**src/logic/conv_sum_pkg.sv**
```systemverilog
// widths, latencies, kernel mode enum and packed structs for the convolution summing unit

package conv_sum_pkg;

    // word widths
    localparam int FEATURE_WIDTH = 16;
    localparam int SCALER_WIDTH  = 16;
    localparam int CHANNEL_WIDTH = 5;

    // window geometry
    localparam int WINDOW_TAPS  = 25;
    localparam int KERNEL3_TAPS = 9;

    // pipeline depths in clk cycles
    localparam int TREE_LATENCY = 4;
    localparam int POST_LATENCY = 2;

    typedef enum logic {
        KN_MODE_5X5 = 1'b0,
        KN_MODE_3X3 = 1'b1
    } kernel_mode_e;

    typedef logic [FEATURE_WIDTH-1:0] feature_t;

    // tap 0 sits in the lowest bits
    typedef logic [WINDOW_TAPS-1:0][FEATURE_WIDTH-1:0] window_taps_t;

    // one window of products entering the unit
    typedef struct packed {
        logic                     valid;
        kernel_mode_e             mode;
        logic [CHANNEL_WIDTH-1:0] channel;
        window_taps_t             taps;
    } window_req_t;

    // tree result handed from producer to consumer
    typedef struct packed {
        logic                     valid;
        kernel_mode_e             mode;
        logic [CHANNEL_WIDTH-1:0] channel;
        feature_t                 sum_even;
        feature_t                 sum_odd;
    } kernel_sum_t;

    // quasi-static post-processing values
    typedef struct packed {
        logic [SCALER_WIDTH-1:0] scaler;
        feature_t                bias;
    } post_params_t;

    // final scaled and biased output
    typedef struct packed {
        logic                     valid;
        logic [CHANNEL_WIDTH-1:0] channel;
        feature_t                 result_even;
        feature_t                 result_odd;
    } conv_result_t;

endpackage

```
**src/logic/kernel_adder_tree.sv**
```systemverilog
// kernel_adder_tree: four-layer registered tree giving the 5x5 sum and two 3x3 sums
`timescale 1ns/100ps

module kernel_adder_tree (
    input  logic                       clk,
    input  logic                       rst,
    input  conv_sum_pkg::window_taps_t i_taps,
    output conv_sum_pkg::feature_t     o_sum5,
    output conv_sum_pkg::feature_t     o_sum3_even,
    output conv_sum_pkg::feature_t     o_sum3_odd
);
    import conv_sum_pkg::*;

    // first of the seven taps outside both 3x3 kernels
    localparam int REST_BASE = 2 * KERNEL3_TAPS;

    // layer 0, per kernel two quads and one single tap
    logic [1:0][1:0][FEATURE_WIDTH-1:0] quad_q;
    logic [1:0][FEATURE_WIDTH-1:0]      single_q;
    // layer 0, leftover taps in pairs, last one alone
    logic [3:0][FEATURE_WIDTH-1:0]      pair_q;

    // layer 1
    logic [1:0][FEATURE_WIDTH-1:0]      kern_q;
    feature_t                           rest_q;

    // layer 2
    feature_t                           sum5_q;
    logic [1:0][FEATURE_WIDTH-1:0]      kern_d_q;

    always_ff @(posedge clk) begin
        if (rst) begin
            quad_q   <= '0;
            single_q <= '0;
            pair_q   <= '0;
        end else begin
            // kernel k covers taps k*9 .. k*9+8
            for (int k = 0; k < 2; k++) begin
                quad_q[k][0] <= i_taps[k*KERNEL3_TAPS] + i_taps[k*KERNEL3_TAPS+1]
                              + i_taps[k*KERNEL3_TAPS+2] + i_taps[k*KERNEL3_TAPS+3];
                quad_q[k][1] <= i_taps[k*KERNEL3_TAPS+4] + i_taps[k*KERNEL3_TAPS+5]
                              + i_taps[k*KERNEL3_TAPS+6] + i_taps[k*KERNEL3_TAPS+7];
                single_q[k]  <= i_taps[k*KERNEL3_TAPS+8];
            end
            for (int p = 0; p < 3; p++) begin
                pair_q[p] <= i_taps[REST_BASE+2*p] + i_taps[REST_BASE+2*p+1];
            end
            pair_q[3] <= i_taps[WINDOW_TAPS-1];
        end
    end

    always_ff @(posedge clk) begin
        if (rst) begin
            kern_q <= '0;
            rest_q <= '0;
        end else begin
            for (int k = 0; k < 2; k++) begin
                kern_q[k] <= quad_q[k][0] + quad_q[k][1] + single_q[k];
            end
            rest_q <= pair_q[0] + pair_q[1] + pair_q[2] + pair_q[3];
        end
    end

    // 5x5 total built here, 3x3 sums only delayed to stay aligned
    always_ff @(posedge clk) begin
        if (rst) begin
            sum5_q   <= '0;
            kern_d_q <= '0;
        end else begin
            sum5_q   <= kern_q[0] + kern_q[1] + rest_q;
            kern_d_q <= kern_q;
        end
    end

    always_ff @(posedge clk) begin
        if (rst) begin
            o_sum5      <= '0;
            o_sum3_even <= '0;
            o_sum3_odd  <= '0;
        end else begin
            o_sum5      <= sum5_q;
            o_sum3_even <= kern_d_q[0];
            o_sum3_odd  <= kern_d_q[1];
        end
    end

endmodule

```
**src/logic/kernel_sum_stage.sv**
```systemverilog
// kernel_sum_stage: adder tree with aligned valid, mode and channel, output select by mode
`timescale 1ns/100ps

module kernel_sum_stage (
    input  logic                      clk,
    input  logic                      rst,
    input  conv_sum_pkg::window_req_t i_window,
    output conv_sum_pkg::kernel_sum_t o_sum
);
    import conv_sum_pkg::*;

    // sideband that rides alongside the tree
    typedef struct packed {
        logic                     valid;
        kernel_mode_e             mode;
        logic [CHANNEL_WIDTH-1:0] channel;
    } window_tag_t;

    window_tag_t [TREE_LATENCY-1:0] tag_q;
    window_tag_t                    tag_out;
    feature_t                       sum5;
    feature_t                       sum3_even;
    feature_t                       sum3_odd;

    // tree runs every cycle, valid only qualifies the result
    kernel_adder_tree u_tree (
        .clk         (clk),
        .rst         (rst),
        .i_taps      (i_window.taps),
        .o_sum5      (sum5),
        .o_sum3_even (sum3_even),
        .o_sum3_odd  (sum3_odd)
    );

    // one slot per tree layer, so several windows can be in flight
    always_ff @(posedge clk) begin
        if (rst) begin
            tag_q <= '0;
        end else begin
            tag_q[0] <= '{
                valid:   i_window.valid,
                mode:    i_window.mode,
                channel: i_window.channel
            };
            for (int s = 1; s < TREE_LATENCY; s++) begin
                tag_q[s] <= tag_q[s-1];
            end
        end
    end

    assign tag_out = tag_q[TREE_LATENCY-1];

    always_comb begin
        o_sum.valid   = tag_out.valid;
        o_sum.mode    = tag_out.mode;
        o_sum.channel = tag_out.channel;
        if (tag_out.mode == KN_MODE_3X3) begin
            o_sum.sum_even = sum3_even;
            o_sum.sum_odd  = sum3_odd;
        end else begin
            // single 5x5 kernel, odd lane unused
            o_sum.sum_even = sum5;
            o_sum.sum_odd  = '0;
        end
    end

endmodule

```
**src/logic/scale_bias_stage.sv**
```systemverilog
// scale_bias_stage: scaler multiply then bias add on both sums, channel tag carried along
`timescale 1ns/100ps

module scale_bias_stage (
    input  logic                       clk,
    input  logic                       rst,
    input  conv_sum_pkg::kernel_sum_t  i_sum,
    input  conv_sum_pkg::post_params_t i_post,
    output conv_sum_pkg::conv_result_t o_result
);
    import conv_sum_pkg::*;

    logic [POST_LATENCY-1:0]                    valid_q;
    logic [POST_LATENCY-1:0][CHANNEL_WIDTH-1:0] chan_q;
    kernel_mode_e                               mul_mode_q;
    feature_t                                   mul_even_q;
    feature_t                                   mul_odd_q;
    feature_t                                   res_even_q;
    feature_t                                   res_odd_q;

    // valid and channel shift through both stages
    always_ff @(posedge clk) begin
        if (rst) begin
            valid_q <= '0;
            chan_q  <= '0;
        end else begin
            valid_q <= {valid_q[POST_LATENCY-2:0], i_sum.valid};
            chan_q  <= {chan_q[POST_LATENCY-2:0], i_sum.channel};
        end
    end

    // stage 1, product keeps its low FEATURE_WIDTH bits
    always_ff @(posedge clk) begin
        if (rst) begin
            mul_mode_q <= KN_MODE_5X5;
            mul_even_q <= '0;
            mul_odd_q  <= '0;
        end else begin
            mul_mode_q <= i_sum.mode;
            mul_even_q <= i_sum.sum_even * i_post.scaler;
            mul_odd_q  <= i_sum.sum_odd * i_post.scaler;
        end
    end

    // stage 2, bias add wraps mod 2^16
    always_ff @(posedge clk) begin
        if (rst) begin
            res_even_q <= '0;
            res_odd_q  <= '0;
        end else begin
            res_even_q <= mul_even_q + i_post.bias;
            // odd lane only carries a kernel in 3x3 mode
            if (mul_mode_q == KN_MODE_3X3) begin
                res_odd_q <= mul_odd_q + i_post.bias;
            end else begin
                res_odd_q <= '0;
            end
        end
    end

    assign o_result = '{
        valid:       valid_q[POST_LATENCY-1],
        channel:     chan_q[POST_LATENCY-1],
        result_even: res_even_q,
        result_odd:  res_odd_q
    };

endmodule

```
**src/logic/conv_sum_top.sv**
```systemverilog
// conv_sum_top: kernel summing producer feeding the scale and bias consumer
`timescale 1ns/100ps

module conv_sum_top (
    input  logic                       clk,
    input  logic                       rst,
    input  conv_sum_pkg::window_req_t  i_window,
    input  conv_sum_pkg::post_params_t i_post,
    output conv_sum_pkg::conv_result_t o_result
);
    import conv_sum_pkg::*;

    kernel_sum_t kernel_sum;

    kernel_sum_stage u_kernel_sum (
        .clk      (clk),
        .rst      (rst),
        .i_window (i_window),
        .o_sum    (kernel_sum)
    );

    // scaler and bias only change while the pipeline is empty
    scale_bias_stage u_scale_bias (
        .clk      (clk),
        .rst      (rst),
        .i_sum    (kernel_sum),
        .i_post   (i_post),
        .o_result (o_result)
    );

endmodule

```
**config.mk**
```make
export PLATFORM = sky130hd
export DESIGN_NAME = conv_sum_top
export DESIGN_NICKNAME = d
export VERILOG_FILES = /design/src/logic/conv_sum_pkg.sv /design/src/logic/kernel_adder_tree.sv /design/src/logic/kernel_sum_stage.sv /design/src/logic/scale_bias_stage.sv /design/src/logic/conv_sum_top.sv
export SDC_FILE = /design/constraint.sdc
export NUM_CORES = 2
export LEC_CHECK = 0
export ABC_AREA = 1
export BUFFER_PORTS_ARGS = -buffer_cell sky130_fd_sc_hd__buf_2
export CAP_MARGIN = 20
export CORE_UTILIZATION = 54
export CTS_CLUSTER_SIZE = 20
export DETAILED_ROUTE_END_ITERATION = 10
export PLACE_DENSITY = 0.81
export SLEW_MARGIN = 15
export SYNTH_ARGS = -nofsm -noshare
export SYNTH_HDL_FRONTEND = slang
export SYNTH_HIERARCHICAL = 1
export SYNTH_SLANG_ARGS = --single-unit
```
**constraint.sdc**
```tcl
create_clock -name clk -period 5.52 [get_ports clk]
set_clock_uncertainty 0.05 [all_clocks]
set_input_delay 0.552 -clock clk [delete_from_list [all_inputs] [get_ports clk]]
set_output_delay 0.552 -clock clk [all_outputs]
set_load 0.005 [all_outputs]
```
==> metrics.cfg <==
[synthesis]
yosysUniqueCellTypes = 46
seq_area_frac_synth_pct = 22.6
netlist_area_um2 = 36200
yosys_register_bits = 409
netlist_instances = 5174
synth_top_area_share_pct = 22.6
synthArstFlopShare_pct = 0
synth_area_leaders = dfxtp_1, fa_1, inv_1, nand2_1, ha_1
yosys_warnings = 6
synth_edf_count = 0
syn_area_per_cell_um2 = 7.00
syn_nets = 6268
synth-main-ff-cell = dfxtp_1
yosys.area.top_type = dfxtp_1

[worst_setup_path]
r2r_cells = 22
worst-setup-path-type = flop to flop
cp-start-kind = flop
slowest_delay_ns = 0.58
crit_chain = buf_12 > buf_8 > nand2_2 > nand2_2 > buf_6 > nand2_2 > fa_1 > inv_2 > fa_1 > inv_1 > fa_1 > fa_1 > fa_1 > fa_1 > inv_2 > ha_4 > nand4_1 > nor3_2 > a21oi_2 > nand3_1 > nand2_1 > nor2_1
crit_top_cell = fa_1
crit_required_ns = 6.00
critPathArrivalTime_ns = 5.90
reg2reg_from = u_kernel_sum/o_sum[37]
cpLargestDelayFamily = adder cells
regToRegEndpoint = u_scale_bias/mul_even_q[15]
crit_path_max_fanout = 8
path_buf_inv = 6
crit_path_end_kind = flop
rrSetupSlack_ns = 0.10
cp_slowest_cell = fa_1

[layout]
final_area_um2 = 41900
fillers = 5848
synthToLayoutAreaGrowth_pct = 15.6
final_cell_mix = inv_1, nand2_1, buf_2
mostFrequentLayoutCell = inv_1
stdcell_count = 6586
drive_gt1_share_pct = 14.2
final_util_pct = 63.3
finalNetCount = 6773

[global_route]
antenna_found_initial = 11
grt_use_total_pct = 26.6
grt_pass1_vias = 30700
grt_overflow = 0
grt_max_degree = 100
grt_pass1_wl_mm = 145

[min_path]
hp-start = i_window[136]
hold_depth = 3
hold_path_class = primary input to flop
hold_end = u_kernel_sum/u_tree/single_q[8]

[timing]
fmax_mhz = 185
rsz0062_at_grt = yes
min_period_over_period_pct = 98.2
setup_viol = 0
worst_slack_ns = 0.101
worst_pin_slew_ns = 0.996
final_max_slew_viol_count = 0
maxSlewHeadroom_pct = 33.5
hold_viol = 0
hold_slack_ns = 0.102
period_needed_ns = 5.42

[power_and_ir_drop]
pwr-share-comb_pct = 53.3
clkPwrFrac_pct = 20.7
p_per_area_nw_per_um2 = 362
power.internal_uw = 8450
net-switching-power_uw = 6700
irDropWorstVdd_v = 0.000254
p_sw_share_pct = 44.3
seq_power_share_pct = 26.0
leakagePower_uw = 0.0246

[placed_design]
placed_cells = 6474
hpwlAfterDp_mm = 75.1
preCtsSetupSlack_ns = -0.0744
io_buffers = 478
gp_congestion = 0.959
placedInstanceArea_um2 = 39600

[drt]
drt_iter0_drc = 2056
wirelength_mm = 91.3
via_count = 31800
wl_per_cell_um = 13.9
route.detailed.drc = 34
antenna_left = 0
first_pass_iters = 9
routed_via_density = 4.82

[die]
row_count = 94
ios = 479
die-area_um2 = 68100
die_w_um = 261
core_area_um2 = 66100
initial_core_util_pct = 54.8
die_h_um = 261

[clocking]
cts.sinks = 409
cts_tree = yes
clk_latency_ns = 0.61
cts_buffers = 45
hold_buffers = 0
root_buffer = clkbuf_16
path_clk_slew_ns = 0.06
htreeDepth = 2
clock_path_buffers = 3

[outcome]
violations = design-rule violations
status = complete, but fails checks

[flow_run]
drv_cap = 0

-- sequential cells by signal, summed over array words and instances (netlist names), 21 cells and up --
name	flops
u_kernel_sum/u_tree/kern_d_q	32
u_kernel_sum/u_tree/single_q	32
u_kernel_sum/u_tree/kern_q	32
u_kernel_sum/u_tree/pair_q	64
u_kernel_sum/u_tree/quad_q	64
u_kernel_sum/tag_q	21
-- logic make-up after synthesis --
family | share of synthesized area [%]
AO/OA/AOI/OAI | 6.18
XOR/XNOR | 1.16
adder cells (fa/ha/maj) | 30.1
buffers and inverters | 16.6
flip-flops | 22.6
AND/OR/NAND/NOR | 23.3
-- worst max path at each step --
stage / from / endpoint / slack, ns / depth (start not counted)
floorplan: i_post[17] / u_scale_bias/mul_odd_q[14] / -0.08 / 24
detailed placement: u_kernel_sum/o_sum[37] / u_scale_bias/mul_even_q[15] / -0.07 / 22
CTS: u_kernel_sum/o_sum[37] / u_scale_bias/mul_even_q[14] / 0.01 / 27
finish: u_kernel_sum/o_sum[37] / u_scale_bias/mul_even_q[15] / 0.10 / 22
global placement: i_post[20] / u_scale_bias/mul_even_q[14] / 0.008 / 25
global route: u_kernel_sum/o_sum[37] / u_scale_bias/mul_even_q[15] / -0.16 / 22
-- metrics by stage --
step | power (uW) | setup TNS (ns)
2_1_floorplan | 9670 | -0.0824
4_1_cts | 14900 | 0
3_5_place_dp | 11700 | -0.102
3_3_place_gp | 11500 | 0
6_report | 15100 | 0
5_1_grt | 16700 | -0.459
-- Yosys cell counts (21+ instances only) --
cell type / instances
buf_2: 35
dfxtp_1: 409
nor2_1: 476
xnor2_1: 26
o21ai_0: 108
buf_4: 21
fa_1: 363
o21a_1: 25
a21oi_1: 257
ha_1: 290
inv_1: 1430
nand3_1: 211
nand2_1: 1308
nand2_2: 22
clkbuf_1: 42
-- timing repair --
| action | CTS | global route |
|---|---|---|
| endpoints found under the hold margin | 0 | 0 |
| gates resized for setup | 8 | 112 |
| endpoints found under the setup margin | 2 | 13 |
| pin swaps | 2 | 68 |
| buffers inserted | 0 | 19 |
| gates cloned | 1 | 2 |
-- per-layer routing --
| metal | routed length (um) | vias up | GRT usage, % | part of all wire, % |
|---|---|---|---|---|
| li1 | - | 16100 | - | - |
| met1 | 36900 | 14500 | 31.7 | 40 |
| met2 | 46500 | 953 | 48.8 | 51 |
| met3 | 4500 | 184 | 2.97 | 4.9 |
| met4 | 3310 | 8 | 10.1 | 3.6 |
| met5 | 46 | - | 0 | 0.050 |
-- power groups by stage --
stage	Clock, uW	Combinational [uW]	Sequential [uW]
global route	3330	9320	4010
finish	3130	8070	3950
CTS	3210	7760	3960
floorplan	0	5820	3850
global placement	0	7480	4010
detailed placement	0	7670	4020
-- worst min-delay path: stages --
cell	delay [ns]
buf_2	0.07
inv_1	0.03
nor2_1	0.06
-- layout make-up --
| type | instances | area [um2] | area share (%) |
|---|---|---|---|
| repair buffers | 568 | 3190 | 7.61 |
| well taps | 864 | 1080 | 2.58 |
| diodes | 8 | 20.0 | 0.0478 |
| multi-input cells | 3215 | 22400 | 53.5 |
| inverters | 1440 | 5430 | 13.0 |
| flip-flops and latches | 409 | 8190 | 19.6 |
| clock inverters | 27 | 342 | 0.816 |
| clock buffers | 55 | 1220 | 2.92 |
No activity file was read; power rests on OpenSTA's default activity.
